--- config.mk ---
export PLATFORM = sky130hd
export DESIGN_NAME = regFile
export DESIGN_NICKNAME = d
export VERILOG_FILES = /design/src/verilog/mipsPkg.sv /design/src/verilog/regFile.sv
export SDC_FILE = /design/constraint.sdc
export NUM_CORES = 2
export LEC_CHECK = 0
export BUFFER_PORTS_ARGS = -buffer_cell sky130_fd_sc_hd__buf_4
export CORE_MARGIN = 8
export CORE_UTILIZATION = 65
export DETAILED_ROUTE_END_ITERATION = 16
export GPL_TIMING_DRIVEN = 0
export PLACE_DENSITY = 0.82
export SETUP_SLACK_MARGIN = 0.05
export SLEW_MARGIN = 5
export SYNTH_ARGS = -nofsm -noshare
export SYNTH_HDL_FRONTEND = slang
export SYNTH_SLANG_ARGS = --single-unit
--- constraint.sdc ---
create_clock -name clk -period 4.7 [get_ports clk]
set_clock_uncertainty 0.05 [all_clocks]
set_input_delay 0.94 -clock clk [delete_from_list [all_inputs] [get_ports clk]]
set_output_delay 0.94 -clock clk [all_outputs]
set_load 0.03 [all_outputs]
--- src/verilog/mipsPkg.sv ---
package mipsPkg;

	// widths and sizes
	localparam int dataWidth = 32;
	localparam int regAddrWidth = 5;
	localparam int regCount = 32;
	localparam int dmemWords = 64;
	localparam int dmemIndexWidth = 6;

	localparam logic [regAddrWidth-1:0] linkReg = 5'd31;
	localparam logic [dataWidth-1:0] pcStep = 32'd4;

	// values after reset, a zero word is also the nop
	localparam logic [dataWidth-1:0] resetPc = '0;
	localparam logic [dataWidth-1:0] nopInstr = '0;

	// instruction field positions
	localparam int opMsb = 31;
	localparam int opLsb = 26;
	localparam int rsMsb = 25;
	localparam int rsLsb = 21;
	localparam int rtMsb = 20;
	localparam int rtLsb = 16;
	localparam int rdMsb = 15;
	localparam int rdLsb = 11;
	localparam int immMsb = 15;
	localparam int functMsb = 5;
	localparam int jumpIdxMsb = 25;

	typedef enum logic [5:0] {
		opRtype = 6'h00,
		opJ = 6'h02,
		opJal = 6'h03,
		opBeq = 6'h04,
		opAddi = 6'h08,
		opLw = 6'h23,
		opSw = 6'h2b
	} opcodeT;

	typedef enum logic [5:0] {
		fnAdd = 6'h20,
		fnSub = 6'h22,
		fnAnd = 6'h24,
		fnOr = 6'h25,
		fnSlt = 6'h2a
	} functT;

	typedef enum logic [2:0] {
		aluAnd = 3'b000,
		aluOr = 3'b001,
		aluAdd = 3'b010,
		aluSub = 3'b110,
		aluSlt = 3'b111
	} aluCtrlT;

	// source of the write-back word
	typedef enum logic [1:0] {
		wbAlu = 2'b00,
		wbMem = 2'b01,
		wbLink = 2'b10
	} wbSelT;

endpackage
--- src/verilog/regFile.sv ---
`timescale 1ns/10ps

module regFile (
	input logic clk,
	input logic reset,
	input logic [mipsPkg::regAddrWidth-1:0] rsAddr,
	input logic [mipsPkg::regAddrWidth-1:0] rtAddr,
	output logic [mipsPkg::dataWidth-1:0] rsData,
	output logic [mipsPkg::dataWidth-1:0] rtData,
	input logic wrEnable,
	input logic [mipsPkg::regAddrWidth-1:0] wrAddr,
	input logic [mipsPkg::dataWidth-1:0] wrData
);

	logic [mipsPkg::dataWidth-1:0] regs [mipsPkg::regCount];
	logic wrLive;

	// register 0 is hardwired to zero
	assign wrLive = wrEnable && (wrAddr != '0);

	always_ff @(posedge clk or negedge reset) begin
		if (!reset) begin
			for (int i = 0; i < mipsPkg::regCount; i++) begin
				regs[i] <= '0;
			end
		end else if (wrLive) begin
			regs[wrAddr] <= wrData;
		end
	end

	// write-through so decode sees the word written this cycle
	assign rsData = (wrLive && wrAddr == rsAddr) ? wrData : regs[rsAddr];
	assign rtData = (wrLive && wrAddr == rtAddr) ? wrData : regs[rtAddr];

endmodule

Yosys cells after proc, flatten, opt, wreduce, memory -nomap -nowiden
Index checks and enable logic that the tools add are counted.
{ "word_totals": {"regBits": 1024, "output_inout_bits": 64, "wordCells": 57} }
{ "op_classes": {"magnitude_cmp": 4, "n_eq_ne": 2, "mux": 11, "bitwise": 3, "reduce_logical": 5} }
{ "op_table": {"columns": ["operator", "count"], "rows": [
  ["$bwmux W1024", 1],
  ["$bmux W32 S5", 2],
  ["$mux W32", 7],
  ["$demux W32 S5", 1],
  ["$ge A6 B6 Y1 const B", 3],
  ["$not A5 Y6", 3],
  ["$eq A5 B5 Y1", 2],
  ["$lt A6 B1 Y1 const B", 1],
  ["$reduce_bool A5 Y1", 1],
  ["$logic_and A1 B1 Y1", 4]
]} }

Logic depth before layout (Yosys ltp)
{ "depth": {"word_depth": 6, "depth_mapped": 8} }

Least setup slack after synthesis
OpenSTA, ideal clock, no wires.
{ "synth_path": {"kind": "input to output", "start": "input rtAddr[0] (netlist bit)", "end": "output rtData[29] (netlist bit)", "arrival_ps": 2776, "required_ps": 3710, "setup_slack_ps": 934, "cell_stages": 7, "path_cell_list": "buf_2 -> buf_4 -> buf_4 -> mux4_2 -> o22ai_1 -> or4_1 -> o21ai_1"} }
{ "synth_between": {"elab_chain_len": 5, "elab_cells_between_ends": 7, "classes_between": "eq/ne: 1; mux: 4; bitwise: 1; reduce/logical: 1"} }
{ "synth_lines": {"columns": ["element", "line", "text"], "rows": [
  ["start, declared", "regFile.sv:7", "input logic [mipsPkg::regAddrWidth-1:0] rtAddr,"],
  ["$not A5 Y6 (implied by the code)", "regFile.sv:33", "assign rtData = (wrLive && wrAddr == rtAddr) ? wrData : regs[rtAddr];"],
  ["$bmux W32 S5", "regFile.sv:33", null],
  ["$mux W32 (implied by the code) (2 in a row)", "regFile.sv:33", null],
  ["$mux W32 *", "regFile.sv:33", null],
  ["end, declared", "regFile.sv:9", "output logic [mipsPkg::dataWidth-1:0] rtData,"]
]} }
Every way passes the cells marked *; elsewhere a longest branch is shown, timed or not. The select of a mux whose other input is x is not followed.

Worst setup path after layout
{ "layout_path": {"start": "input rsAddr[1] (netlist bit)", "end": "output rsData[31] (netlist bit)"} }
{ "layout_between": {"elab_chain_len": 5, "elab_cells_between_ends": 7, "classes_between": "eq/ne: 1; mux: 4; bitwise: 1; reduce/logical: 1"} }
{ "layout_lines": {"columns": ["element", "line", "text"], "rows": [
  ["start, declared", "regFile.sv:6", "input logic [mipsPkg::regAddrWidth-1:0] rsAddr,"],
  ["$not A5 Y6 (implied by the code)", "regFile.sv:32", "assign rsData = (wrLive && wrAddr == rsAddr) ? wrData : regs[rsAddr];"],
  ["$bmux W32 S5", "regFile.sv:32", null],
  ["$mux W32 (implied by the code) (2 in a row)", "regFile.sv:32", null],
  ["$mux W32 *", "regFile.sv:32", null],
  ["end, declared", "regFile.sv:8", "output logic [mipsPkg::dataWidth-1:0] rsData,"]
]} }
Marks and branches as above.

==> run metrics <==
status=finished with violations; failing checks=max-capacitance violations, max-slew violations, negative setup slack; Syn Nets=3533; achievable clock frequency=208.4 MHz; fill count=5089; CP delay by family, top=buffers and inverters; Setup WS post-layout=-98.36 ps; total die area=0.09165 mm^2; final wirelength=190100 um; critical path peak fanout=10; Synth Register Bits=1024; post-route cell area=0.05963 mm^2; Cell Area, Placed=0.05576 mm^2; largest net degree at the start of global routing=170; DRT iter0 DRCs=6153; Slowest cell on crit path=clkdlybuf4s15_1; leakage=26.03 nW; max-cap violation count=2; final setup fails=9; CTS tree=done; Final GP Congestion=1.005; Reg with most FFs=regs; wire per inst=39.06 um; Slew headroom=-2.055%; clock period minus worst slack=4798 ps; Fin Setup TNS=-261.1 ps; std cell rows=105; crit end category=output pin; clock buffer count from CTS=106; max FFs per register=1024; Synth Area in Simple Gates=2.067%; Pwr per Cell Area=438.4 mW/mm^2; total gr overflow=0; commonest non-fill, non-tap cells in the layout=1024 x dfrtp_1, 630 x mux2_2, 511 x mux4_2; Synth Warn #=0; syn_area_per_cell=15.34 um^2; Reg clk slew, reported paths=60 ps; hold_buf cts=0; worst path cell trace=buf_4 -> buf_4 -> clkdlybuf4s15_1 -> mux4_2 -> o22ai_1 -> or4_1 -> o21ai_1 -> buf_4; layout cells sized above 1=42.98%; Cell Area, Synth=0.05345 mm^2; CTS Root Cell=clkbuf_16; Distinct cells, synth=41; Max Slew Vio Count=11; Hold Path Class=primary input to async pin; non-filler instance count after layout=4868; Most common cell on crit path=buf_4; WP data required=3710 ps; Yosys top cell by area=dfrtp_1; worst vdd ir=0.0003419 V; routed vias=38700; CP peak stage delay=740 ps; Post-synth top flop=dfrtp_1; Post-Synth Adder-Cell Area=0%; most common cell after layout, fill and taps aside=dfrtp_1; Crit path buffers/inverters=4; Synth Area in Compound Gates=3.638%; HPWL Detailed=123700 um; Placed Cells=4663; Setup crit start kind=primary input; I/O pin total=114; FFs w/ async S/R, synth=100.0%; final hold viol count=0; first-pass GRT wire length=271000 um; Worst-Skew Late Latency=700 ps; unrepaired setup endpoints after global routing=no; crit share post-route=102.1%; initial antenna violation count=13; CTS Buffer Depth=3; Crit Path Class=primary input to output pin; Total GRT Usage=41.76%; share of Yosys cell area claimed by the top area cell type=47.95%; Seq/Total Area, Yosys=47.95%; Die Y=302.7 um; die width=302.7 um; Critical Path AT=3810 ps; total core area=0.08172 mm^2; Worst Tran Pin Value=1531 ps; number of global-route vias before repair=39220; Synth Area in XOR/XNOR=0.1639%; Top Registers=regs: 1024 flops; cell count after synthesis=3483; Starting Density=65.40%; Antenna Nets Post-Route=0; Total Power=26.14 mW; mux contribution to synthesized area=42.57%; Post-synth EDFFs=0; largest family of logic cells by synthesized area=multiplexers; DRT Pass-1 Iters=9; # H-tree levels=3; Synth area leaders=dfrtp_1 48%, mux4_2 22%, mux2_2 13%; drt via density=7.949; area grow syn2layout=11.56%; Layout Nets=3755; IO Port Bufs=104; clock sink count=1024; DRC=0
-- worst paths after layout --
check                      slack [ps]  cells after the start        from    endpoint
min in group clk                  430                      1  regs[1003]  regs[1003]
max in group asynchronous        1400                      5       reset   regs[515]
setup reg to reg                 3780                      1   regs[540]   regs[540]
hold reg to reg                   430                      1  regs[1003]  regs[1003]
setup / recovery                 -100                      8   rsAddr[1]  rsData[31]
hold / removal                    130                      1       reset   regs[977]
-- power by group --
part	switching [mW]	leakage, nW	internal [mW]
Sequential	1.26	13.1	10.5
Combinational	2.40	11.1	3.01
Clock	3.74	1.82	5.24
Total	7.40	26.0	18.7
-- synth_stat cells, types with 2 or more instances --
library cell	number
a211oi_1	2
a221oi_1	2
and2_1	2
buf_1	51
buf_2	87
buf_4	36
buf_6	17
clkbuf_1	220
dfrtp_1	1024
inv_2	2
mux2_1	363
mux2_2	630
mux2i_1	6
mux4_2	511
nand2_1	83
nand3_1	10
nand3b_1	7
nor2_1	22
nor2b_1	3
nor3b_1	4
o21ai_1	62
o22ai_1	248
or3_1	3
or3b_1	2
or4_1	62
xnor2_1	6
xor2_1	4
-- layer usage --
metal	routed length, um	vias to the layer above	GRT usage, %
met4	15820	20	27.29
met1	63900	20030	52.47
li1	-	14080	-
met2	79410	3490	57.26
met5	228	-	0.2703
met3	30770	1077	20.57
-- cell families (layout without fill, tap and decap cells) --
logic type                count (synthesis)  in the layout
muxes                                  1510           1510
DFF                                    1024           1024
buffers and inverters                   415            722
AOI/OAI and AO/OA                       320            320
and+or+nand+nor                         204            204
xor gates and xnor gates                 10             10
other                                     0              8
-- area by class of cell --
type                    instances  area (um^2)  share of cell area, %
diodes                          8        20.02                0.03357
plain buffers                 412         2037                  3.416
clock buffers                 156         3141                  5.267
clock inverters                37        554.3                 0.9296
inverters                       3        11.26                0.01889
multi-input cells            2044        25900                  43.43
flip-flops and latches       1024        25620                  42.98
well taps                    1070         1339                  2.245
repair buffers                114         1003                  1.683
-- repair_timing --
item / CTS / global route
pin swaps: 0 / 1
setup buffers: 0 / 3
endpoints found under the setup margin: 56 / 53
gates cloned: 0 / 0
gates resized for setup: 42 / 59
-- metrics by stage --
| step | worst slack, ps | utilization, % | hold slack (ps) |
|---|---|---|---|
| final | -98.36 | 72.97 | 131.2 |
| after global routing | 50.34 | 72.95 | 221.6 |
| after CTS | 25.95 | 72.83 | 214.8 |
| after detailed placement | -335.8 | 68.23 | 418.7 |
| after global placement | -9430 | 68.00 | 404.0 |
| after floorplan | 933.6 | - | 391.3 |
(Power assumes the default switching activity.)
