<file path="config.mk">
export PLATFORM = sky130hd
export DESIGN_NAME = memoryStage
export DESIGN_NICKNAME = d
export VERILOG_FILES = /design/src/verilog/mipsPkg.sv /design/src/verilog/memoryStage.sv
export SDC_FILE = /design/constraint.sdc
export NUM_CORES = 2
export LEC_CHECK = 0
export ABC_AREA = 1
export BUFFER_PORTS_ARGS = -buffer_cell sky130_fd_sc_hd__buf_2
export CAP_MARGIN = 20
export CORE_MARGIN = 2
export CORE_UTILIZATION = 45
export DETAILED_ROUTE_END_ITERATION = 7
export GPL_ROUTABILITY_DRIVEN = 1
export HOLD_SLACK_MARGIN = 0.06
export SYNTH_ARGS = -nofsm -noshare
export SYNTH_HDL_FRONTEND = slang
export SYNTH_SLANG_ARGS = --single-unit
export TNS_END_PERCENT = 30
</file>
<file path="constraint.sdc">
create_clock -name clk -period 1.9 [get_ports clk]
set_input_delay 0.19 -clock clk [delete_from_list [all_inputs] [get_ports clk]]
set_output_delay 0.19 -clock clk [all_outputs]
set_load 0.02 [all_outputs]
</file>
<file path="src/verilog/mipsPkg.sv">
package mipsPkg;

	// widths and sizes
	localparam int dataWidth = 32;
	localparam int regAddrWidth = 5;
	localparam int regCount = 32;
	localparam int dmemWords = 64;
	localparam int dmemIndexWidth = 6;

	localparam logic [regAddrWidth-1:0] linkReg = 5'd31;
	localparam logic [dataWidth-1:0] pcStep = 32'd4;

	// values after reset, a zero word is also the nop
	localparam logic [dataWidth-1:0] resetPc = '0;
	localparam logic [dataWidth-1:0] nopInstr = '0;

	// instruction field positions
	localparam int opMsb = 31;
	localparam int opLsb = 26;
	localparam int rsMsb = 25;
	localparam int rsLsb = 21;
	localparam int rtMsb = 20;
	localparam int rtLsb = 16;
	localparam int rdMsb = 15;
	localparam int rdLsb = 11;
	localparam int immMsb = 15;
	localparam int functMsb = 5;
	localparam int jumpIdxMsb = 25;

	typedef enum logic [5:0] {
		opRtype = 6'h00,
		opJ = 6'h02,
		opJal = 6'h03,
		opBeq = 6'h04,
		opAddi = 6'h08,
		opLw = 6'h23,
		opSw = 6'h2b
	} opcodeT;

	typedef enum logic [5:0] {
		fnAdd = 6'h20,
		fnSub = 6'h22,
		fnAnd = 6'h24,
		fnOr = 6'h25,
		fnSlt = 6'h2a
	} functT;

	typedef enum logic [2:0] {
		aluAnd = 3'b000,
		aluOr = 3'b001,
		aluAdd = 3'b010,
		aluSub = 3'b110,
		aluSlt = 3'b111
	} aluCtrlT;

	// source of the write-back word
	typedef enum logic [1:0] {
		wbAlu = 2'b00,
		wbMem = 2'b01,
		wbLink = 2'b10
	} wbSelT;

endpackage
</file>
<file path="src/verilog/memoryStage.sv">
`timescale 1ns/10ps

module memoryStage (
	input logic clk,
	input logic reset,
	input logic [mipsPkg::dataWidth-1:0] memResultOut,
	input logic [mipsPkg::dataWidth-1:0] memStoreData,
	input logic [mipsPkg::regAddrWidth-1:0] memDestOut,
	input logic memRegWriteOut,
	input logic memMemRead,
	input logic memMemWrite,
	input mipsPkg::wbSelT memWbSel,
	input logic [mipsPkg::dataWidth-1:0] memPcPlus4,
	output logic [mipsPkg::regAddrWidth-1:0] memDest,
	output logic memRegWrite,
	output logic [mipsPkg::dataWidth-1:0] memResult,
	output logic [mipsPkg::regAddrWidth-1:0] wbDest,
	output logic wbRegWrite,
	output logic [mipsPkg::dataWidth-1:0] wbData
);

	logic [mipsPkg::dataWidth-1:0] dmem [mipsPkg::dmemWords];
	logic [mipsPkg::dmemIndexWidth-1:0] wordIndex;
	logic [mipsPkg::dataWidth-1:0] loadData;

	// word addressed, byte offset ignored
	assign wordIndex = memResultOut[mipsPkg::dmemIndexWidth+1:2];
	assign loadData = memMemRead ? dmem[wordIndex] : '0;

	always_ff @(posedge clk or negedge reset) begin
		if (!reset) begin
			for (int i = 0; i < mipsPkg::dmemWords; i++) begin
				dmem[i] <= '0;
			end
		end else if (memMemWrite) begin
			dmem[wordIndex] <= memStoreData;
		end
	end

	// final result of this instruction, also the forwarding value
	always_comb begin
		case (memWbSel)
			mipsPkg::wbMem: memResult = loadData;
			mipsPkg::wbLink: memResult = memPcPlus4;
			default: memResult = memResultOut;
		endcase
	end

	assign memDest = memDestOut;
	assign memRegWrite = memRegWriteOut;

	//////////////////////////////////////////////////
	// memory/write-back register
	//////////////////////////////////////////////////
	always_ff @(posedge clk or negedge reset) begin
		if (!reset) begin
			wbRegWrite <= 1'b0;
		end else begin
			wbRegWrite <= memRegWriteOut && (memDestOut != '0);
		end
	end

	always_ff @(posedge clk) begin
		wbDest <= memDestOut;
		wbData <= memResult;
	end

endmodule

</file>
-- Word level (Yosys, flattened, before mapping)
Cells that the tools add are included.
- register bits after elaboration: 2086
- input bits: 108
- output and inout bits: 76
- logic and storage cells: 83
- magnitude comparators: 2
- equality and inequality tests: 2
- muxes and demuxes: 8
- bitwise gates (word level): 1
- reduce and logical (&&, ||, !) cells: 3
- operators by type and width (operator ; number):
    2048-bit bitwise mux ; 1
    32-bit binary-select mux with 6-bit select ; 1
    32-bit demux with 6-bit select ; 1
    32-bit 2-to-1 mux ; 4
    32-bit case mux with 2 select lines ; 1
    7-bit greater-or-equal comparator (second input constant) ; 1
    7-bit by 1-bit less-than comparator with 1-bit output (second input constant) ; 1
    6-bit inverter with 7-bit output ; 1
    5-bit nonzero test ; 1
    2-bit by 1-bit == test with 1-bit output (second input constant) ; 1
    2-bit == test (second input constant) ; 1
    1-bit logical AND ; 2

-- Logic depth before layout (Yosys ltp)
- depth after elaboration: 6
- mapped depth: 18
- depth with buffers taken out: 13

-- Least setup slack after synthesis
No wires, ideal clock.
- kind: input to output
- start: input memResultOut[3] in the netlist's numbering
- end: output memResult[27] in the netlist's numbering
- arrival time: 1.948 ns
- data required time: 1.710 ns
- setup slack: -0.238 ns
- stages on the path: 15
- path buffers: 4
- cells stage by stage: buf_2 inv_2 buf_2 clkbuf_1 clkbuf_1 nand2_1 nand2_1 nand2_1 nand2_1 nand2_1 nand2_1 nor2_1 nand2_1 nand2_1 a21oi_1
- word-level cells in the longest chain between the ends: 6
- ends and longest elaborated chain (what ; RTL line ; text):
    from (decl) ; memoryStage.sv:6 ; input logic [mipsPkg::dataWidth-1:0] memResultOut,
    6-bit inverter with 7-bit output (implied by the code) ; memoryStage.sv:28 ; assign loadData = memMemRead ? dmem[wordIndex] : '0;
    32-bit binary-select mux with 6-bit select ; memoryStage.sv:28 ;
    32-bit 2-to-1 mux (implied by the code) (2 in a row) ; memoryStage.sv:28 ;
    32-bit 2-to-1 mux ; memoryStage.sv:28 ;
    32-bit case mux with 2 select lines ; memoryStage.sv:42 ; case (memWbSel)
    to (decl) ; memoryStage.sv:16 ; output logic [mipsPkg::dataWidth-1:0] memResult,
No other way between the ends. The select of a mux whose other input is x is not followed.

-- Worst setup path in the final report
- start: register dmem[1487] in the netlist's numbering
- end: output memResult[15] in the netlist's numbering
- word-level cells in the longest chain between the ends: 5
- ends and longest elaborated chain (what ; RTL line ; text):
    from (decl) ; memoryStage.sv:22 ; logic [mipsPkg::dataWidth-1:0] dmem [mipsPkg::dmemWords];
    from (signal, indexed assignment) ; memoryStage.sv:36 ; dmem[wordIndex] <= memStoreData;
    32-bit binary-select mux with 6-bit select ; memoryStage.sv:28 ;
    32-bit 2-to-1 mux (implied by the code) (2 in a row) ; memoryStage.sv:28 ;
    32-bit 2-to-1 mux ; memoryStage.sv:28 ;
    32-bit case mux with 2 select lines ; memoryStage.sv:42 ;
No other way between the ends. The select of a mux whose other input is x is not followed.

==> results.cfg <==
[clocking]
ctsHoldBuffers = 112
clockBufferDepth = 3
clkLatencyLatePin_ns = 0.88
clock-sinks = 2086
path_clk_slew_ns = 0.06
cts_tree = yes
cts-buffers-inserted = 224
root_buffer = clkbuf_16
htree_levels = 4

[global_routing]
antenna_found_initial = 8
first_global_vias = 87200
grt_max_degree = 121
grt_pass1_wl_um = 533000
grt_util_all_layers_pct = 31.1
overflow = 0

[synth]
synth.area.top_cells = dfrtp_1, nand2_1, o21ai_0
syn_avg_cell_area_sq_um = 7.37
post-synth-top-area-cell = dfrtp_1
yosys-top-cells-count = nand2_1, dfrtp_1, o21ai_0
synth_nets = 13400
ys_seq_elements = 2086
ys_async_sr_fraction_pct = 98.2
ys_warn_count = 0
synthDistinctLibCells = 29
synth_most_common_cell = nand2_1
syn_inst = 13300
synth_top_area_share_pct = 52.2
synth_seq_area_share_pct = 53.0
netlist_area_sq_um = 98200
ys.flop_type = dfrtp_1
synth_edf_count = 0

[hold_path]
min_delay_path_depth = 6
hold_path.class = in -> reg

[critical_path]
reg2reg_slack_ns = 0.13
worst-path-max-fanout = 2
worst_setup_path_start_kind = register
crit_start = dmem[1487]
required_ns = 1.71
crit_end = memResult[15]
reg2reg_to = wbData[23]
arrival_ns = 2.51
reg2reg_depth = 14
r2r-start = dmem[279]
critPathKind = reg -> out
critPathCaptureType = primary output

[pwr]
p_per_area_nw_per_um2 = 1030
combPwrFrac_pct = 17.9
intPower_uw = 87900
netSwitchingPower_uw = 35600
pwr-share-clk_pct = 37.4
seq_power_share_pct = 44.8
swShare_pct = 28.8
ir_drop_mv = 1.09
p_leak_uw = 0.0617

[route]
drt_iter0_markers = 8582
wl_per_cell_um = 20.6
dr.pass1.iters = 6
postRouteAntennaNets = 0
route.detailed.drc = 0
vias = 89300
drt-total-wl_um = 346000
vias_per_cell = 5.33

[cells_and_area]
design_area_sq_um = 120000
synthToLayoutAreaGrowth_pct = 22.3
drive_gt1_share_pct = 15.0
nNetsFinal = 13800

[floorplan]
start_util_pct = 45.3
num_rows = 171
dieWidth_um = 471
core-area_sq_um = 217000
die_y_um = 471
die_area_sq_um = 222000
boundaryPins = 184

[timing]
tightest_slew_ns = 1.09
hold_ws_ns = -0.127
hold_violations = 5
post-route-min-period_ns = 2.70
max_freq_ghz = 0.370
rsz0062_at_grt = true
layout_worst_path_cycle_share_pct = 142
report.final.slew_viol_count = 0
clock-skew-final_ns = 0.0301
max_slew_margin_pct = 27.2
layout_setup_ws_ns = -0.802
fin_tns_setup_ns = -22.47
final-setup-viol-count = 32

[status]
violations = hold timing, setup timing
status = finished, violations left

[placement]
gp_congestion = 0.917
io_buffers = 183
dp_slack_ns = -0.926
placed_cell_area_sq_um = 109000
dp_hpwl_um = 223000

[job]
max_cap_viol_count = 0
[per-layer routing]
layer | part of all wire [%] | wire, um | GRT usage (%)
met1 | 43 | 148000 | 42.4
met2 | 46 | 159000 | 49.4
met3 | 7.0 | 24100 | 4.55
met4 | 4.5 | 15500 | 13.7
met5 | 0.0032 | 11 | 0
[critical path, cell delays in order (launching register included)]
cell,delay (ns)
dfrtp_1,0.38
nand2_1,0.06
o21ai_1,0.05
nand2_1,0.14
nand2_1,0.08
nand2_2,0.11
nand2_4,0.07
nand2_4,0.11
nand2_4,0.06
nor2_4,0.17
nand2_4,0.12
nand2_4,0.08
a21oi_4,0.05
buf_6,0.13
[sequential cells by signal (all words and copies together), names as in the netlist]
| signal | cells |
|---|---|
| dmem | 2048 |
| wbRegWrite | 1 |
| wbDest | 5 |
| wbData | 32 |
[per-stage QoR]
stage	utilization, %	power [uW]	hold slack, ns	std cells
2_1_floorplan	-	68300	-0.106	13300
3_3_place_gp	50.2	75800	0.311	16200
3_5_place_dp	50.2	76600	0.316	16200
4_1_cts	54.8	123000	-0.150	16700
5_1_grt	55.4	130000	-0.117	16800
6_report	55.4	124000	-0.127	16800
[worst min-delay path by stage]
stage,slack (ns),end,from
after floorplan,-0.11,dmem[0],reset
after global placement,0.31,wbDest[1],memDestOut[1]
after detailed placement,0.32,wbDest[3],memDestOut[3]
after CTS,-0.15,wbData[12],memMemRead
after global routing,-0.12,wbData[12],memMemRead
final,-0.13,wbData[12],memMemRead
[layout make-up]
| cell class | count | area [sq um] |
|---|---|---|
| clock buffer | 345 | 6870 |
| antenna | 20 | 50.0 |
| sequential | 2086 | 52000 |
| multi-input combinational | 9982 | 43300 |
| inverter | 233 | 897 |
| tap | 2854 | 3570 |
| timing repair buffer | 1171 | 12500 |
| fill | 20200 | 96900 |
| clock inverter | 72 | 928 |
[power groups by stage]
| stage | Clock (uW) | Sequential, uW | Combinational (uW) |
|---|---|---|---|
| floorplan | 0 | 55200 | 13100 |
| global placement | 0 | 55700 | 20100 |
| detailed placement | 0 | 56000 | 20600 |
| CTS | 46800 | 55200 | 21400 |
| global route | 48600 | 56100 | 25000 |
| finish | 46200 | 55300 | 22100 |
[kinds of logic after synthesis]
family,after synthesis,share of synthesized area (%)
AOI/OAI and AO/OA,2281,11.6
adders and majority gates,2,0.0255
buffers and inverters,1255,5.37
DFF,2086,53.0
and+or+nand+nor,7699,30.0
[what timing repair did]
| item | CTS | global route |
|---|---|---|
| hold endpoints to repair | 2827 | 5 |
| gates resized for setup | 418 | 401 |
| endpoints found under the setup margin | 36 | 146 |
| buffers inserted | 4 | 27 |
| pin swaps | 107 | 204 |
[cell usage in the layout (no fill, tap or decap), types with 8 or more instances in the layout]
master         Yosys  final
bufinv_16          0     21
dfxtp_1           37     37
a21oi_1          914    882
o21ai_0         1229   1107
nor2_4            19     58
buf_12             0    288
buf_2            321    147
inv_2             12     57
a21oi_4            0     32
inv_1            221    173
nand2_2           25    298
buf_6              3     29
nand2_1         6657   6277
nor2_1           952    896
clkbuf_1         604     46
o21ai_2            0     38
clkbuf_16          0    229
clkinv_2           0     41
nand2_4            1    106
nor2_2             8     25
nor3_4             8      8
buf_4             37    592
dfrtp_1         2049   2049
clkbuf_8           0     70
nor2_8             8      8
diode_2            0     20
o21ai_1          132    214
dlygate4sd3_1      0    110
Power figures use the tool's default switching activity.
