`config.mk`:
```
export PLATFORM = sky130hd
export DESIGN_NAME = fetchStage
export DESIGN_NICKNAME = d
export VERILOG_FILES = /design/src/verilog/mipsPkg.sv /design/src/verilog/fetchStage.sv
export SDC_FILE = /design/constraint.sdc
export NUM_CORES = 1
export LEC_CHECK = 0
export ABC_AREA = 0
export ABC_CLOCK_PERIOD_IN_PS = 5250
export BUFFER_PORTS_ARGS = -buffer_cell sky130_fd_sc_hd__buf_2
export CORE_UTILIZATION = 54
export DETAILED_ROUTE_END_ITERATION = 12
export GPL_ROUTABILITY_DRIVEN = 0
export GPL_TIMING_DRIVEN = 0
export PLACE_DENSITY = 0.86
export SLEW_MARGIN = 5
export SYNTH_ARGS = -nofsm -noshare
export SYNTH_HDL_FRONTEND = slang
export SYNTH_SLANG_ARGS = --single-unit
```
`constraint.sdc`:
```
create_clock -name clk -period 5.25 [get_ports clk]
set_clock_uncertainty 0.1 [all_clocks]
set_input_delay 0.2625 -clock clk [delete_from_list [all_inputs] [get_ports clk]]
set_output_delay 0.2625 -clock clk [all_outputs]
set_load 0.005 [all_outputs]
```
`src/verilog/mipsPkg.sv`:
```
package mipsPkg;

	// widths and sizes
	localparam int dataWidth = 32;
	localparam int regAddrWidth = 5;
	localparam int regCount = 32;
	localparam int dmemWords = 64;
	localparam int dmemIndexWidth = 6;

	localparam logic [regAddrWidth-1:0] linkReg = 5'd31;
	localparam logic [dataWidth-1:0] pcStep = 32'd4;

	// values after reset, a zero word is also the nop
	localparam logic [dataWidth-1:0] resetPc = '0;
	localparam logic [dataWidth-1:0] nopInstr = '0;

	// instruction field positions
	localparam int opMsb = 31;
	localparam int opLsb = 26;
	localparam int rsMsb = 25;
	localparam int rsLsb = 21;
	localparam int rtMsb = 20;
	localparam int rtLsb = 16;
	localparam int rdMsb = 15;
	localparam int rdLsb = 11;
	localparam int immMsb = 15;
	localparam int functMsb = 5;
	localparam int jumpIdxMsb = 25;

	typedef enum logic [5:0] {
		opRtype = 6'h00,
		opJ = 6'h02,
		opJal = 6'h03,
		opBeq = 6'h04,
		opAddi = 6'h08,
		opLw = 6'h23,
		opSw = 6'h2b
	} opcodeT;

	typedef enum logic [5:0] {
		fnAdd = 6'h20,
		fnSub = 6'h22,
		fnAnd = 6'h24,
		fnOr = 6'h25,
		fnSlt = 6'h2a
	} functT;

	typedef enum logic [2:0] {
		aluAnd = 3'b000,
		aluOr = 3'b001,
		aluAdd = 3'b010,
		aluSub = 3'b110,
		aluSlt = 3'b111
	} aluCtrlT;

	// source of the write-back word
	typedef enum logic [1:0] {
		wbAlu = 2'b00,
		wbMem = 2'b01,
		wbLink = 2'b10
	} wbSelT;

endpackage
```
`src/verilog/fetchStage.sv`:
```
`timescale 1ns/10ps

module fetchStage (
	input logic clk,
	input logic reset,
	input logic stall,
	input logic redirect,
	input logic [mipsPkg::dataWidth-1:0] redirectPc,
	input logic [mipsPkg::dataWidth-1:0] instr,
	output logic [mipsPkg::dataWidth-1:0] instrAddr,
	output logic [mipsPkg::dataWidth-1:0] idInstr,
	output logic [mipsPkg::dataWidth-1:0] idPcPlus4
);

	logic [mipsPkg::dataWidth-1:0] pc;
	logic [mipsPkg::dataWidth-1:0] pcPlus4;

	assign instrAddr = pc;
	assign pcPlus4 = pc + mipsPkg::pcStep;

	// redirect squashes the slot fetched behind a branch or jump
	always_ff @(posedge clk or negedge reset) begin
		if (!reset) begin
			pc <= mipsPkg::resetPc;
			idInstr <= mipsPkg::nopInstr;
		end else if (redirect) begin
			pc <= redirectPc;
			idInstr <= mipsPkg::nopInstr;
		end else if (!stall) begin
			pc <= pcPlus4;
			idInstr <= instr;
		end
	end

	// return address travels with its instruction
	always_ff @(posedge clk) begin
		if (!stall) begin
			idPcPlus4 <= pcPlus4;
		end
	end

endmodule

```
# ---- After elaboration in Yosys (flattened, before gate mapping)
# Index checks and enable logic that the tools add are counted.
dict set report op_classes {
  n_addsub 1
  n_eq_ne 1
  mux 4
}
# operator n
set op_table {}
lappend op_table {{$mux W32} 4}
lappend op_table {{$add A32 B3 Y32 const B} 1}
lappend op_table {{$ne A2 B1 Y1 const B} 1}
dict set report word_totals {
  reg_bits 96
  output_inout_bits 96
  elab_cells 9
  input_bits 68
}

# ---- Logic depth before layout (Yosys ltp)
# Gate-level depths: netlist of run 1.
dict set report logic_depth {
  ltp_word 3
  depth_mapped 7
  ltp_nobuf 5
}

# ---- Worst setup path before layout of run 1
# Ideal clock, no wire load.
dict set report synth_path {
  path_type {input to register}
  from {input stall}
  to {register pc, in the netlist instrAddr[26]}
  path_buffers 1
  required_ps 5068
  cell_stages 5
  arrival_time_ps 1958
  slack_ps 3110
  cell_sequence {inv_1 nand3_1 buf_2 or4_1 a31oi_1}
}
dict set report synth_via {
  elab_chain_cells 1
}
# element line_no
set synth_lines {}
lappend synth_lines {{start: declaration} fetchStage.sv:6} ;# input logic stall,
lappend synth_lines {{$ne A2 B1 Y1 (no source line)} n/a}
lappend synth_lines {{end signal: assignment} fetchStage.sv:24} ;# pc <= mipsPkg::resetPc;
lappend synth_lines {{end signal: assignment} fetchStage.sv:27} ;# pc <= redirectPc;
lappend synth_lines {{end signal: assignment} fetchStage.sv:30} ;# pc <= pcPlus4;
lappend synth_lines {{end: declaration} fetchStage.sv:15} ;# logic [mipsPkg::dataWidth-1:0] pc;
# Every way passes these cells.
# A chain may end at the register's enable or synchronous reset.

# ---- Worst setup path after layout of run 1
dict set report layout_path {
  from {register pc, in the netlist instrAddr[2]}
  to {register pc, in the netlist instrAddr[26]}
}
dict set report layout_via {
  elab_chain_cells 3
}
# element line_no
set layout_lines {}
lappend layout_lines {{$add A32 B3 Y32} fetchStage.sv:19} ;# assign pcPlus4 = pc + mipsPkg::pcStep;
lappend layout_lines {{$mux W32} fetchStage.sv:29} ;# end else if (!stall) begin
lappend layout_lines {{$mux W32} fetchStage.sv:26} ;# end else if (redirect) begin
# Every way passes these cells. The select of a mux whose other input is x is not followed.

==> results of run 1 <==
[final cells by class]
class | instances | area share (%)
Buffer | 35 | 3.15
Sequential cell | 96 | 44.2
Multi-Input combinational cell | 293 | 32.8
Tap cell | 105 | 2.27
Inverter | 3 | 0.194
Timing Repair Buffer | 163 | 14.2
Clock buffer | 12 | 2.68
Clock inverter | 4 | 0.497
[cell usage in the layout, fill, tap and decap left out, drive strengths merged, types with 2 or more instances in the layout]
cell | synthesis | layout
edfxtp | 32 | 32
xnor2 | 15 | 15
nor2 | 60 | 60
mux2i | 33 | 33
o21ai | 14 | 14
clkbuf | 15 | 27
nand2 | 30 | 30
or2 | 2 | 2
o311ai | 2 | 2
and3 | 3 | 3
or4 | 14 | 14
clkinv | 1 | 4
o31ai | 12 | 12
a31oi | 16 | 16
xor2 | 23 | 23
buf | 20 | 182
o211ai | 3 | 3
nand3 | 16 | 16
nor4 | 5 | 5
nand4 | 14 | 14
nor3 | 9 | 9
and4 | 12 | 12
nand4b | 2 | 2
dfrtp | 64 | 64
mux2 | 2 | 2
inv | 2 | 2
[sequential cells by signal (all words and copies together) (netlist names)]
signal,cells
idInstr,32
idPcPlus4,32
instrAddr,32
[worst reg2reg max path, cell delays in order, from the launching register on]
cell and delay, ps:
dfrtp_1 490, ha_1 280, and3_1 290, nand3_1 130, buf_2 250, or4_1 470, a31oi_1 190
[how the worst max path moves through the flow]
| stage | end | cells past startpoint |
|---|---|---|
| 6_report | instrAddr[26]$_DFFE_PN0N_ | 6 |
| 3_3_place_gp | instrAddr[24]$_DFFE_PN0N_ | 5 |
| 5_1_grt | instrAddr[26]$_DFFE_PN0N_ | 6 |
| 3_5_place_dp | instrAddr[26]$_DFFE_PN0N_ | 6 |
| 2_1_floorplan | instrAddr[26]$_DFFE_PN0N_ | 5 |
| 4_1_cts | instrAddr[26]$_DFFE_PN0N_ | 6 |
[kinds of logic after synthesis]
kind of cell | Yosys count | share of synthesized area (%)
and+or+nand+nor | 171 | 19.2
DFF | 96 | 55.0
AOI/OAI and AO/OA | 48 | 6.64
xor gates and xnor gates | 38 | 7.15
buffers and inverters | 38 | 4.17
muxes | 35 | 7.58
adders and majority gates | 1 | 0.269
[layer usage]
| metal | share of wire [%] | global-route usage, % |
|---|---|---|
| met2 | 48 | 44.7 |
| met3 | 8.4 | 6.12 |
| met1 | 40 | 35.0 |
| met4 | 2.7 | 14.0 |
| met5 | 0 | 0 |
[power breakdown]
group          leakage [nW]  internal, mW  switching [mW]
Combinational          1.48         0.121           0.144
Sequential             1.11         0.838          0.0479
Clock                0.0902         0.199           0.250
Total                  2.68          1.16           0.442
[stage by stage]
| step | instance area, um2 | instances | hold slack [ps] | util [%] |
|---|---|---|---|---|
| floorplan | 4660 | 427 | -133 | - |
| CTS | 5790 | 711 | 8.51 | 69.8 |
| finish | 5790 | 711 | 15.4 | 69.8 |
| global route | 5790 | 711 | 12.5 | 69.8 |
| detailed placement | 5600 | 694 | 323 | 67.5 |
| global placement | 5600 | 694 | 351 | 67.5 |
[what timing repair did]
| action | 4_1_cts | 5_1_grt |
|---|---|---|
| setup endpoints to repair | 0 | 0 |
| hold buffers | 1 | 0 |
| gates resized for setup | 0 | 0 |
| hold endpoints to repair | 64 | 0 |
==> impl_metrics.py, run 1 <==
metrics = {
    "power": {
        "pwr_density_cell_nw_per_um2": 276,
        "leakage_nw": 2.68,
        "total_power_mw": 1.60,
        "vdd_drop_max_v": 0.000152,
    },
    "worst_setup_path": {
        "critical-path-max-stage-delay_ps": 490,
        "cp.required_ps": 5430,
        "path_delay_family": "simple AND/OR/NAND/NOR gates",
        "crit_fanout": 10,
        "r2r-start": "instrAddr[2]$_DFFE_PN0N_",
        "start_kind": "register",
        "crit_type": "reg2reg",
        "crit_arrival_ps": 2460,
        "ff2ff_path_depth": 6,
        "critical_path.n_buffers_inverters": 1,
        "r2r-end": "instrAddr[26]$_DFFE_PN0N_",
        "critPathSlowestCell": "dfrtp_1",
        "rrSetupSlack_ps": 2970,
        "path_cells": "ha_1 > and3_1 > nand3_1 > buf_2 > or4_1 > a31oi_1",
        "worstSetupStartpoint": "instrAddr[2]$_DFFE_PN0N_",
        "end_kind": "register",
    },
    "die": {
        "die_h_um": 94.9,
        "fp.dieArea_um2": 9000,
        "io_pins": 164,
        "start_util_pct": 56.1,
        "rows": 33,
        "fp.dieW_um": 94.9,
        "core_um2": 8300,
    },
    "yosys": {
        "synth_fp_nets": 496,
        "synth_cell_type_count": 38,
        "yosysSeqAreaShare_pct": 55.0,
        "synth-edff-count": 32,
        "async_flop_share_pct": 66.7,
        "yosys-top-cells-area": "dfrtp_1 (34%), edfxtp_1 (21%), mux2i_1 (7.1%), nor2_1 (4.8%), xor2_1 (4.3%)",
        "ys_warn_count": 0,
        "synth_most_common_cell": "dfrtp_1",
        "ys_seq_elements": 96,
        "netlist_area_um2": 4660,
        "synth_top_cell_area_share_pct": 34.4,
        "synthCells": 427,
        "synth_ff_type": "dfrtp_1",
        "synth_commonest_cells": "dfrtp_1 (64), nor2_1 (60), mux2i_1 (33)",
        "syn_area_per_cell_um2": 10.9,
        "yosys.area.top_type": "dfrtp_1",
    },
    "clock_tree": {
        "root_buffer": "clkbuf_8",
        "worstSkewPairLatency_ps": 360,
        "cts_buffers": 9,
        "cts_buffer_depth": 2,
        "htree_num_levels": 3,
        "cts.sinks": 96,
        "tritoncts": "done",
        "clk_pin_slew_worst_paths_ps": 90,
        "post_cts.repair.setup_buffers": 0,
    },
    "drt": {
        "drt-pass1-iter-count": 5,
        "drc_errors": 0,
        "wl_per_cell_um": 17.0,
        "antenna_left": 0,
        "drtIter0Drc": 210,
        "vias": 4076,
        "vias_per_cell": 5.73,
        "drt-total-wl_mm": 12.1,
    },
    "timing": {
        "rsz0062_at_grt": "no",
        "layout_setup_ws_ps": 2970,
        "worstMarginPinSlew_ps": 848,
        "finalHoldViolations": 0,
        "final-setup-viol-count": 0,
        "max_freq_mhz": 438,
        "fin_crit_ps": 2280,
        "slew_viol_final": 0,
        "period_share_pct": 43.5,
        "relSlewSlack_pct": 43.5,
        "fin_setup_tns_ps": 0,
    },
    "min_path": {
        "hold_start": "redirectPc[12]",
        "hold-path-endpoint": "instrAddr[12]$_DFFE_PN0N_",
        "min_path_cells": 3,
        "hold_path.class": "in2reg",
    },
    "global_route": {
        "grt_overflow_total": 0,
        "grt_pass1_wl_mm": 19.0,
        "grt_pass1_vias": 3942,
        "grt.total_usage_pct": 27.7,
        "grt_max_degree": 65,
        "antenna_found_initial": 0,
    },
    "final_layout": {
        "drive_gt1_share_pct": 33.8,
        "multi_input_area_um2": 1900,
        "syn_to_final_growth_pct": 24.5,
        "ff_latch_area_um2": 2560,
        "num_antenna_cells": 0,
        "nFillCells": 613,
        "fin_nets": 670,
    },
    "flow_run": {
        "max_cap_viol_count": 0,
    },
    "place": {
        "place_ws_ps": 2960,
        "dpl.hpwl_mm": 8.66,
        "io_buffers": 162,
    },
    "outcome": {
        "outcome": "finished clean",
    },
}
Note: power is estimated with default switching activity, not from simulation.
==> inputs of run 2 (changes only) <==
Settings changed: ABC_CLOCK_PERIOD_IN_PS 5250 to 2150, CORE_UTILIZATION 54 to 50, PLACE_DENSITY 0.86 to 0.8.
Clock period 5.25 ns to 2.15 ns, I/O delays scaled along.
==> run 2 against run 1 <==
Die area up 7.8%. The flow now finishes with violations (DRC). Highest routed layer unchanged. Global-route usage is 1.9 points higher. Largest power group unchanged. Cell area grew 13%. Largest cell class unchanged.
==> impl_metrics.py, run 2 (synthesized netlist as in run 1, its figures left out) <==
metrics = {
    "global_route": {
        "grt.total_usage_pct": 29.5,
        "antenna_found_initial": 0,
        "grt_max_degree": 65,
        "grt_pass1_wl_mm": 22.2,
        "grt_pass1_vias": 4460,
        "grt_overflow_total": 0,
    },
    "timing": {
        "fin_crit_ps": 2060,
        "slew_viol_final": 0,
        "worstMarginPinSlew_ps": 846,
        "max_freq_mhz": 485,
        "layout_setup_ws_ps": 89.5,
        "period_share_pct": 95.8,
        "holdWs_ps": 69.7,
        "finalHoldViolations": 0,
        "fin_setup_tns_ps": 0,
        "final-setup-viol-count": 0,
        "relSlewSlack_pct": 43.6,
    },
    "min_path": {
        "hold_start": "stall",
        "min_path_cells": 3,
        "hold_path.class": "in2reg",
    },
    "final_layout": {
        "mostFrequentLayoutCells": "buf_2 (173), dlygate4sd3_1 (65), dfrtp_1 (61)",
        "syn_to_final_growth_pct": 40.4,
        "drive_gt1_share_pct": 32.6,
        "num_antenna_cells": 0,
        "final_cells": 779,
        "fin_nets": 735,
        "final_common_cell": "buf_2",
    },
    "worst_setup_path": {
        "critPathSlowestCell": "or4_1",
        "crit_type": "reg2reg",
        "worstSetupStartpoint": "instrAddr[3]$_DFFE_PN0N_",
        "ff2ff_path_depth": 6,
        "end_kind": "register",
        "critical-path-max-stage-delay_ps": 470,
        "crit_arrival_ps": 2250,
        "path_cells": "ha_2 > and3_4 > nand3_1 > buf_4 > or4_1 > a31oi_1",
        "r2r-start": "instrAddr[3]$_DFFE_PN0N_",
        "start_kind": "register",
        "crit_fanout": 10,
        "cp.required_ps": 2340,
    },
    "die": {
        "fp.dieArea_um2": 9700,
        "start_util_pct": 52.6,
        "core_um2": 8850,
        "rows": 34,
        "die_h_um": 98.5,
        "io_pins": 164,
        "fp.dieW_um": 98.5,
    },
    "drt": {
        "wl_per_cell_um": 18.0,
        "vias": 4360,
        "vias_per_cell": 5.60,
        "drtIter0Drc": 228,
        "drt-pass1-iter-count": 10,
        "antenna_left": 0,
        "drt-total-wl_mm": 14.1,
        "drc_errors": 9,
    },
    "clock_tree": {
        "cts_buffers": 9,
        "root_buffer": "clkbuf_8",
        "tritoncts": "done",
        "htree_num_levels": 3,
        "cts_buffer_depth": 2,
        "worstSkewPairLatency_ps": 360,
        "cts.sinks": 96,
        "clk_pin_slew_worst_paths_ps": 100,
    },
    "place": {
        "place_ws_ps": -71.4,
        "dp_cells": 697,
        "dpl.hpwl_mm": 8.49,
        "io_buffers": 162,
    },
    "power": {
        "vdd_drop_max_v": 0.000380,
        "pwr_density_cell_nw_per_um2": 649,
        "leakage_nw": 2.97,
    },
    "outcome": {
        "outcome": "finished with violations",
        "violations": "DRC",
    },
    "flow_run": {
        "max_cap_viol_count": 0,
    },
}
-- run 2: cell types whose count changed in the layout (fill, tap and decap cells not counted), sizes merged --
cell         previous run  this run
dlygate4sd3             1        65
clkbuf                 27        25
clkinv                  4         3
inv                     2         3
bufinv                  0         1
buf                   182       184
-- run 2: final timing paths --
check	to	slack [ps]
setup / recovery	instrAddr[28]$_DFFE_PN0N_	90
max in group asynchronous	instrAddr[3]$_DFFE_PN0N_	1050
setup reg to reg	instrAddr[28]$_DFFE_PN0N_	90
hold reg to reg	idPcPlus4[0]$_DFFE_PN_	390
min in group asynchronous	idInstr[10]$_DFFE_PN0N_	290
hold / removal	instrAddr[13]$_DFFE_PN0N_	70
-- run 2: per-layer routing --
layer / vias to the layer above / GRT usage (%) / wire [um]
met5: - / 0 / 0
met4: 0 / 11.8 / 290
met3: 33 / 7.02 / 1180
met2: 224 / 49.7 / 6950
met1: 2087 / 36.9 / 5630
li1: 2016 / - / -
-- run 2: metrics by stage --
step	area, um2	total power, mW	util, %
floorplan	4660	2.51	-
global placement	5600	2.81	63.3
detailed placement	5600	2.84	63.3
CTS	6500	4.20	73.4
global route	6540	4.39	73.9
finish	6540	4.24	73.9
-- run 2: area by class of cell --
type	instances	area, um2
Sequential cell	96	2570
Fill cell	632	2310
Multi-Input combinational cell	293	1940
Timing Repair Buffer	229	1480
Buffer	34	186
Clock buffer	11	163
Tap cell	108	135
Clock inverter	5	60.1
Inverter	3	11.3
-- run 2: timing repair --
action,CTS,global route
hold buffers,65,0
buffers inserted,0,2
resized for setup,5,12
setup endpoints to repair,5,15
endpoints found under the hold margin,128,0
pin swaps,0,1
-- run 2: worst max-delay path: cells and delay by family (launching register included) --
kind	cells	cell delay, ps
AND/OR/NAND/NOR	3	810
adder cells (fa/ha/maj)	1	240
buffers and inverters	1	230
flip-flops	1	430
AO/OA/AOI/OAI	1	170
-- run 2: power breakdown --
group          internal (mW)  switching [mW]  leakage [nW]
clock network          0.645           0.659         0.111
registers               2.05           0.118          1.10
logic                  0.380           0.391          1.76
