**config.mk**
```make
export PLATFORM = sky130hd
export DESIGN_NAME = executeStage
export DESIGN_NICKNAME = d
export VERILOG_FILES = /design/src/verilog/mipsPkg.sv /design/src/verilog/executeStage.sv
export SDC_FILE = /design/constraint.sdc
export NUM_CORES = 1
export LEC_CHECK = 0
export BUFFER_PORTS_ARGS = -buffer_cell sky130_fd_sc_hd__buf_4
export CAP_MARGIN = 10
export CORE_ASPECT_RATIO = 1.1
export CORE_UTILIZATION = 30
export CTS_BUF_LIST = sky130_fd_sc_hd__clkbuf_8
export DETAILED_ROUTE_END_ITERATION = 10
export GPL_ROUTABILITY_DRIVEN = 1
export SLEW_MARGIN = 5
export SYNTH_ARGS = -nofsm -noshare
export SYNTH_HDL_FRONTEND = slang
export SYNTH_SLANG_ARGS = --single-unit
```
**constraint.sdc**
```tcl
create_clock -name clk -period 1.07 [get_ports clk]
set_clock_uncertainty 0.2 [all_clocks]
set_input_delay 0.107 -clock clk [delete_from_list [all_inputs] [get_ports clk]]
set_output_delay 0.107 -clock clk [all_outputs]
set_load 0.005 [all_outputs]
```
**src/verilog/mipsPkg.sv**
```systemverilog
package mipsPkg;

	// widths and sizes
	localparam int dataWidth = 32;
	localparam int regAddrWidth = 5;
	localparam int regCount = 32;
	localparam int dmemWords = 64;
	localparam int dmemIndexWidth = 6;

	localparam logic [regAddrWidth-1:0] linkReg = 5'd31;
	localparam logic [dataWidth-1:0] pcStep = 32'd4;

	// values after reset, a zero word is also the nop
	localparam logic [dataWidth-1:0] resetPc = '0;
	localparam logic [dataWidth-1:0] nopInstr = '0;

	// instruction field positions
	localparam int opMsb = 31;
	localparam int opLsb = 26;
	localparam int rsMsb = 25;
	localparam int rsLsb = 21;
	localparam int rtMsb = 20;
	localparam int rtLsb = 16;
	localparam int rdMsb = 15;
	localparam int rdLsb = 11;
	localparam int immMsb = 15;
	localparam int functMsb = 5;
	localparam int jumpIdxMsb = 25;

	typedef enum logic [5:0] {
		opRtype = 6'h00,
		opJ = 6'h02,
		opJal = 6'h03,
		opBeq = 6'h04,
		opAddi = 6'h08,
		opLw = 6'h23,
		opSw = 6'h2b
	} opcodeT;

	typedef enum logic [5:0] {
		fnAdd = 6'h20,
		fnSub = 6'h22,
		fnAnd = 6'h24,
		fnOr = 6'h25,
		fnSlt = 6'h2a
	} functT;

	typedef enum logic [2:0] {
		aluAnd = 3'b000,
		aluOr = 3'b001,
		aluAdd = 3'b010,
		aluSub = 3'b110,
		aluSlt = 3'b111
	} aluCtrlT;

	// source of the write-back word
	typedef enum logic [1:0] {
		wbAlu = 2'b00,
		wbMem = 2'b01,
		wbLink = 2'b10
	} wbSelT;

endpackage
```
**src/verilog/executeStage.sv**
```systemverilog
`timescale 1ns/10ps

module executeStage (
	input logic clk,
	input logic reset,
	// from decode
	input logic [mipsPkg::regAddrWidth-1:0] exRs,
	input logic [mipsPkg::regAddrWidth-1:0] exRt,
	input logic [mipsPkg::dataWidth-1:0] exRsVal,
	input logic [mipsPkg::dataWidth-1:0] exRtVal,
	input logic [mipsPkg::dataWidth-1:0] exImm,
	input logic [mipsPkg::dataWidth-1:0] exPcPlus4,
	input logic [mipsPkg::regAddrWidth-1:0] exRd,
	input mipsPkg::functT exFunct,
	input logic exAluSrc,
	input logic exIsRtype,
	input logic exIsLink,
	input logic exRegWriteOut,
	input logic exMemReadOut,
	input logic exMemWrite,
	input mipsPkg::wbSelT exWbSel,
	// forwarding sources
	input logic [mipsPkg::regAddrWidth-1:0] memDest,
	input logic memRegWrite,
	input logic [mipsPkg::dataWidth-1:0] memResult,
	input logic [mipsPkg::regAddrWidth-1:0] wbDest,
	input logic wbRegWrite,
	input logic [mipsPkg::dataWidth-1:0] wbData,
	// back to decode
	output logic [mipsPkg::regAddrWidth-1:0] exDest,
	output logic exRegWrite,
	output logic exMemRead,
	// execute/memory register
	output logic [mipsPkg::dataWidth-1:0] memResultOut,
	output logic [mipsPkg::dataWidth-1:0] memStoreData,
	output logic [mipsPkg::regAddrWidth-1:0] memDestOut,
	output logic memRegWriteOut,
	output logic memMemRead,
	output logic memMemWrite,
	output mipsPkg::wbSelT memWbSel,
	output logic [mipsPkg::dataWidth-1:0] memPcPlus4
);

	logic [mipsPkg::dataWidth-1:0] opA;
	logic [mipsPkg::dataWidth-1:0] opB;
	logic [mipsPkg::dataWidth-1:0] aluB;
	logic [mipsPkg::dataWidth-1:0] aluResult;
	mipsPkg::aluCtrlT aluCtrl;

	// youngest producer wins, wb dest 0 is already dropped upstream
	function automatic logic [mipsPkg::dataWidth-1:0] fwdValue(
		input logic [mipsPkg::regAddrWidth-1:0] src,
		input logic [mipsPkg::dataWidth-1:0] regVal
	);
		if (memRegWrite && memDest != '0 && memDest == src) begin
			return memResult;
		end else if (wbRegWrite && wbDest == src) begin
			return wbData;
		end
		return regVal;
	endfunction

	always_comb begin
		opA = fwdValue(exRs, exRsVal);
		opB = fwdValue(exRt, exRtVal);
	end

	//////////////////////////////////////////////////
	// alu
	//////////////////////////////////////////////////
	// addi, lw and sw all add
	always_comb begin
		aluCtrl = mipsPkg::aluAdd;
		if (exIsRtype) begin
			case (exFunct)
				mipsPkg::fnSub: aluCtrl = mipsPkg::aluSub;
				mipsPkg::fnAnd: aluCtrl = mipsPkg::aluAnd;
				mipsPkg::fnOr: aluCtrl = mipsPkg::aluOr;
				mipsPkg::fnSlt: aluCtrl = mipsPkg::aluSlt;
				default: aluCtrl = mipsPkg::aluAdd;
			endcase
		end
	end

	assign aluB = exAluSrc ? exImm : opB;

	always_comb begin
		case (aluCtrl)
			mipsPkg::aluAnd: aluResult = opA & aluB;
			mipsPkg::aluOr: aluResult = opA | aluB;
			mipsPkg::aluSub: aluResult = opA - aluB;
			mipsPkg::aluSlt: aluResult = {{(mipsPkg::dataWidth-1){1'b0}},
				($signed(opA) < $signed(aluB))};
			default: aluResult = opA + aluB;
		endcase
	end

	// jal links to r31, R-type writes rd, the rest write rt
	always_comb begin
		if (exIsLink) begin
			exDest = mipsPkg::linkReg;
		end else if (exIsRtype) begin
			exDest = exRd;
		end else begin
			exDest = exRt;
		end
	end

	assign exRegWrite = exRegWriteOut;
	assign exMemRead = exMemReadOut;

	//////////////////////////////////////////////////
	// execute/memory register
	//////////////////////////////////////////////////
	always_ff @(posedge clk or negedge reset) begin
		if (!reset) begin
			memRegWriteOut <= 1'b0;
			memMemRead <= 1'b0;
			memMemWrite <= 1'b0;
			memWbSel <= mipsPkg::wbAlu;
		end else begin
			memRegWriteOut <= exRegWriteOut;
			memMemRead <= exMemReadOut;
			memMemWrite <= exMemWrite;
			memWbSel <= exWbSel;
		end
	end

	always_ff @(posedge clk) begin
		memResultOut <= aluResult;
		memStoreData <= opB;
		memDestOut <= exDest;
		memPcPlus4 <= exPcPlus4;
	end

endmodule

```
### Word-level counts from Yosys, hierarchy flattened

Cells that the tools add are included.

| word-level totals | value |
|---|---|
| register bits after elaboration | 106 |
| bits in latches | 0 |
| bits in writable memories | 0 |
| ROM bits | 0 |
| input port bits | 235 |
| output and inout port bits | 113 |
| logic and storage cells | 47 |
| memories | 0 |

| cells by class | value |
|---|---|
| $add $sub $neg | 2 |
| multipliers | 0 |
| divide/modulo/power cells | 0 |
| magnitude comparators | 1 |
| equality and inequality tests | 11 |
| shift-type cells | 0 |
| muxes and demuxes | 16 |
| bitwise logic cells | 2 |
| reductions and logical operators | 7 |

Operator list:

| kind | count |
|---|---|
| 32-bit 2-to-1 mux | 7 |
| 32-bit one-hot mux with 4 select lines | 1 |
| 32-bit adder | 1 |
| 32-bit bitwise AND | 1 |
| 32-bit < comparator | 1 |
| 32-bit OR | 1 |
| 32-bit subtractor | 1 |
| 6-bit == test (second input constant) | 4 |
| 5-bit == test | 4 |
| 3-bit one-hot mux with 4 select lines | 1 |
| 5-bit 2-to-1 mux | 2 |
| 3-bit == test (second input constant) | 2 |
| 1-bit logical AND | 5 |
| 5-bit nonzero test | 1 |
| 1-bit 2-to-1 mux | 4 |
| 3-bit by 1-bit == test with 1-bit output (second input constant) | 1 |
| 3-bit logical NOT | 1 |
| 3-bit 2-to-1 mux | 1 |

### Logic depth before layout (Yosys ltp)

| depth | value |
|---|---|
| depth after elaboration | 8 |
| gate-level depth with buffers | 20 |
| gate-level depth less buffers | 18 |

### Least setup slack after synthesis

Ideal clock, no wire load.

| path | value |
|---|---|
| path kind | input to register |
| start | input port wbDest[1] in the netlist's numbering |
| end | register memResultOut[0] in the netlist's numbering |
| library setup time | 0.138 ns |
| data arrival time | 3.877 ns |
| data required time | 0.732 ns |
| slack | -3.145 ns |
| cell stages on the path | 19 |
| buffers on the path | 2 |
| cells stage by stage | xor2_1 -> nor4_1 -> and3_1 -> buf_2 -> buf_2 -> mux2i_1 -> o21ai_0 -> mux2_2 -> ha_1 -> fa_1 -> o21bai_1 -> nand3_2 -> a31oi_4 -> a211oi_4 -> o2111ai_1 -> o211ai_2 -> o31a_1 -> o31ai_1 -> o2111ai_1 |

| on the way | value |
|---|---|
| cells in the longest elaborated chain, start to end | 8 |
| elaborated cells between the ends (all ways) | 17 |
| classes of those cells | 2 x add/sub; 1 x order compare; 2 x eq/ne; 8 x mux; 2 x bitwise; 2 x reduce/logical |

Ends and longest elaborated chain:

| what | RTL line | source |
|---|---|---|
| from (decl) | executeStage.sv:26 | `input logic [mipsPkg::regAddrWidth-1:0] wbDest,` |
| 5-bit == test (*) | executeStage.sv:57 | `end else if (wbRegWrite && wbDest == src) begin` |
| 1-bit logical AND (*) | executeStage.sv:57 |  |
| 1-bit 2-to-1 mux (*) | executeStage.sv:57 |  |
| 1-bit 2-to-1 mux (*) | executeStage.sv:55 | `if (memRegWrite && memDest != '0 && memDest == src) begin` |
| 32-bit 2-to-1 mux (*) | executeStage.sv:60 | `return regVal;` |
| via opB (one bit) | executeStage.sv:45 | `logic [mipsPkg::dataWidth-1:0] opB;` |
| 32-bit 2-to-1 mux (*) | executeStage.sv:85 | `assign aluB = exAluSrc ? exImm : opB;` |
| 32-bit adder (tied with other cells) | executeStage.sv:94 | `default: aluResult = opA + aluB;` |
| 32-bit one-hot mux with 4 select lines (*) | executeStage.sv:88 | `case (aluCtrl)` |
| via aluResult (one bit) | executeStage.sv:47 | `logic [mipsPkg::dataWidth-1:0] aluResult;` |
| to (signal assigned) | executeStage.sv:130 | `memResultOut <= aluResult;` |
| to (decl) | executeStage.sv:34 | `output logic [mipsPkg::dataWidth-1:0] memResultOut,` |

Mark *: on every way through the listed nets, which the timed path passes. The rest lies on a longest branch.

### Worst setup path in the final report

| path | value |
|---|---|
| start | input port memDest[3] in the netlist's numbering |
| end | register memResultOut[0] in the netlist's numbering |

| on the way | value |
|---|---|
| cells in the longest elaborated chain, start to end | 8 |
| elaborated cells between the ends (all ways) | 19 |
| classes of those cells | 2 x add/sub; 1 x order compare; 2 x eq/ne; 8 x mux; 2 x bitwise; 4 x reduce/logical |

Ends and longest elaborated chain:

| what | RTL line | source |
|---|---|---|
| from (decl) | executeStage.sv:23 | `input logic [mipsPkg::regAddrWidth-1:0] memDest,` |
| 5-bit nonzero test | executeStage.sv:55 |  |
| 1-bit logical AND | executeStage.sv:55 |  |
| 1-bit logical AND (*) | executeStage.sv:55 |  |
| 32-bit 2-to-1 mux / 1-bit 2-to-1 mux (equally long branches) | executeStage.sv:55 |  |
| 32-bit 2-to-1 mux (*) | executeStage.sv:60 |  |
| via opB (one bit) | executeStage.sv:45 |  |
| 32-bit 2-to-1 mux (*) | executeStage.sv:85 |  |
| 32-bit adder (tied with other cells) | executeStage.sv:94 |  |
| 32-bit one-hot mux with 4 select lines (*) | executeStage.sv:88 |  |
| via aluResult (one bit) | executeStage.sv:47 |  |

Marked as above.

==> flow_metrics.py <==
metrics = {
    "floorplan": {
        "core_area_um2": 29700,
        "die_h_um": 185,
        "die_w_um": 168,
        "rows": 66,
        "io_pins": 348,
        "die_area_um2": 31100,
        "floorplan.initialDensity_pct": 30.6,
    },
    "yosys": {
        "synth_cells": 1135,
        "yosysSeqAreaShare_pct": 23.6,
        "ys_warn_count": 0,
        "synth.distinct_cells": 71,
        "async_flop_share_pct": 4.72,
        "syn_area_um2": 9110,
        "syn_avg_cell_area_um2": 8.03,
        "synth_edf_count": 0,
        "ys_ff_latch": 106,
        "synth-main-ff-cell": "dfxtp_1",
        "synth_nets": 1480,
    },
    "layout": {
        "layout-drive-gt1-share_pct": 56.4,
        "fillerInstances": 2554,
        "final_common_cell": "buf_4",
        "final_cell_mix": "buf_4, nand2_1, inv_1",
        "nets": 2231,
        "stdcell_count": 2265,
        "antenna-diode-count": 0,
        "area_growth_pct": 96.5,
    },
    "clock_tree": {
        "clkSlewWorstSetupHoldPaths_ns": 0.15,
        "cts_htree_levels": 3,
        "clockBufferDepth": 2,
        "cts_buffers": 9,
        "cts_root_buffer": "clkbuf_8",
        "cts_tree": "done",
        "cts_num_sinks": 106,
    },
    "pwr": {
        "p_leak_nw": 8.31,
        "ir_drop_uv": 663,
        "p_per_area_nw_per_um2": 1000,
    },
    "global_route": {
        "first_global_vias": 11900,
        "grt_pass1_wl_um": 63900,
        "grt_antenna_before_repair": 0,
        "grt_max_degree": 32,
        "grt-ovfl-total": 0,
        "gr-usage-all-layers_pct": 26.8,
    },
    "run_status": {
        "status": "finished, violations left",
        "violations": "hold timing, setup timing",
    },
    "sta": {
        "setup_viol": 171,
        "setup-tns-final_ns": -109.32,
        "finalCritPeriodShare_pct": 367,
        "setup_ws_ns": -2.86,
        "finalCriticalPeriod_ns": 3.93,
        "slew_headroom_pct": 66.1,
        "final_hold_viol_count": 34,
        "worstMarginPinSlew_ns": 0.503,
        "drv_slew": 0,
        "rsz0062_at_grt": "yes",
        "timing.hold.ws_ns": -0.319,
        "max_freq_mhz": 255,
    },
    "place": {
        "dp_hpwl_um": 32000,
        "globalplace.congestion": 0.951,
        "port_buffers": 347,
        "dpl.cell_count": 2124,
        "preCtsSetupSlack_ns": -3.41,
    },
    "setup_path": {
        "cp-startpoint": "memDest[3]",
        "crit_chain": "buf_6, or4_4, o21ai_4, nor4_4, buf_4, buf_4, nand2_2, o21ai_2, mux2_4, ha_4, fa_2, o21bai_4, nand3_2, a31oi_4, a211oi_4, o2111ai_2, o211ai_2, o31a_1, o31ai_2, o2111ai_1",
        "cpMostUsedCell": "buf_4",
        "required_ns": 1.16,
        "critPathSlowestCell": "or4_4",
        "worstSetupStartpointType": "primary input",
        "path_class": "primary input to flop",
        "slowest_delay_ns": 0.53,
        "cp_max_fo": 4,
        "cp.arrival_ns": 4.02,
        "crit_path_end_kind": "flop",
        "crit_end": "memResultOut[0]$_DFF_P_",
    },
    "drt": {
        "vias": 11400,
        "avgViaCountPerCell": 5.04,
        "drc": 0,
        "drtAntennaViolNets": 0,
        "wl_per_cell_um": 18.8,
        "drtPass1Iterations": 7,
        "drtIter0Drc": 553,
        "detail_route.wirelength_um": 42600,
    },
    "job": {
        "maxCapViolCount": 0,
    },
    "worst_hold_path": {
        "worst_hold_path_type": "primary input to flop",
    },
}
-- cell families after synthesis --
| logic type | share of synthesized area [%] |
|---|---|
| compound gates | 24.2 |
| xor+xnor | 4.52 |
| fa+ha+maj | 15.3 |
| buf+inv | 7.14 |
| flops | 23.6 |
| mux | 12.4 |
| simple gates | 12.9 |
-- through the flow --
stage / power, mW / instance area, µm² / hold slack [ns] / utilization (%)
after floorplan: 8.48 / 9340 / -0.389 / -
after global placement: 13.0 / 14700 / -0.285 / 49.4
after detailed placement: 13.0 / 14700 / -0.284 / 49.4
after CTS: 17.4 / 17400 / -0.335 / 58.5
after global routing: 19.0 / 17900 / -0.325 / 60.2
final: 17.9 / 17900 / -0.319 / 60.2
-- power breakdown --
| group | total, mW | internal, mW | switching, mW |
|---|---|---|---|
| sequential | 4.84 | 4.55 | 0.293 |
| combinational | 10.4 | 5.71 | 4.68 |
| clock | 2.71 | 0.933 | 1.78 |
-- what timing repair did --
| action | CTS | global route |
|---|---|---|
| setup buffers | 71 | 16 |
| pin swaps | 126 | 61 |
| cloned | 4 | 0 |
| endpoints found under the hold margin | 81 | 36 |
| hold buffers | 40 | 3 |
| gates resized for setup | 379 | 83 |
| setup endpoints to repair | 175 | 180 |
-- critical path, delay by kind of cell --
| kind | cells | cell delay [ns] |
|---|---|---|
| compound gates | 10 | 1.82 |
| simple gates | 4 | 0.78 |
| fa+ha+maj | 2 | 0.59 |
| buf+inv | 3 | 0.40 |
| mux | 1 | 0.30 |
-- area by class of cell --
cell class	count	area [µm²]	share of cell area, %
flip-flops and latches	106	2190	12.3
repair buffers	794	6740	37.6
clock inverters	7	80.1	0.447
well taps	374	468	2.61
inverters	112	427	2.38
clock buffers	9	124	0.692
multi-input cells	863	7870	44.0
-- registers in the layout, indices dropped and copies added, names as in the netlist --
register / flops
memStoreData: 32
memMemWrite: 1
memRegWriteOut: 1
memMemRead: 1
memDestOut: 5
memResultOut: 32
memPcPlus4: 32
memWbSel: 2
-- metal layers --
layer | GRT usage [%] | share of wire [%]
met1 | 30.0 | 39
met2 | 49.7 | 51
met3 | 4.64 | 6.3
met4 | 11.5 | 3.7
met5 | 0 | 0.012
-- cell usage after synthesis (6+ instances only) --
| cell | number | area share (%) |
|---|---|---|
| o31ai_1 | 12 | 0.99 |
| and3_1 | 7 | 0.48 |
| xnor2_1 | 29 | 2.8 |
| o21bai_1 | 13 | 1.1 |
| nor2b_1 | 12 | 0.82 |
| o221ai_1 | 15 | 1.4 |
| a21oi_1 | 61 | 3.4 |
| xor2_1 | 18 | 1.7 |
| nand2_1 | 131 | 5.4 |
| nor2_1 | 59 | 2.4 |
| a211oi_1 | 7 | 0.58 |
| o211ai_1 | 22 | 1.8 |
| mux2_2 | 20 | 2.5 |
| a31oi_1 | 7 | 0.48 |
| a211o_1 | 6 | 0.58 |
| inv_1 | 109 | 4.5 |
| o21a_1 | 16 | 1.3 |
| mux2i_1 | 90 | 9.9 |
| o21ai_0 | 81 | 4.4 |
| clkbuf_1 | 37 | 1.5 |
| dfxtp_1 | 101 | 22 |
| buf_2 | 13 | 0.71 |
| nor3_1 | 12 | 0.66 |
| a221oi_1 | 7 | 0.67 |
| a21o_1 | 12 | 0.99 |
| nand3_1 | 15 | 0.82 |
| o22ai_1 | 15 | 1.0 |
| o21ai_1 | 19 | 1.0 |
| ha_1 | 108 | 15 |
-- how the worst min path moves through the flow --
stage                       start                  endpoint  slack, ns  cells past startpoint
floorplan                   reset      memMemRead$_DFF_PN0_      -0.39                      0
global placement            reset     memWbSel[1]$_DFF_PN0_      -0.29                      1
detailed placement          reset     memWbSel[1]$_DFF_PN0_      -0.28                      1
CTS                 memResult[28]  memStoreData[28]$_DFF_P_      -0.34                      3
global route        memResult[28]  memStoreData[28]$_DFF_P_      -0.33                      3
finish               memResult[9]   memStoreData[9]$_DFF_P_      -0.32                      3
No activity file was read; power rests on OpenSTA's default activity.
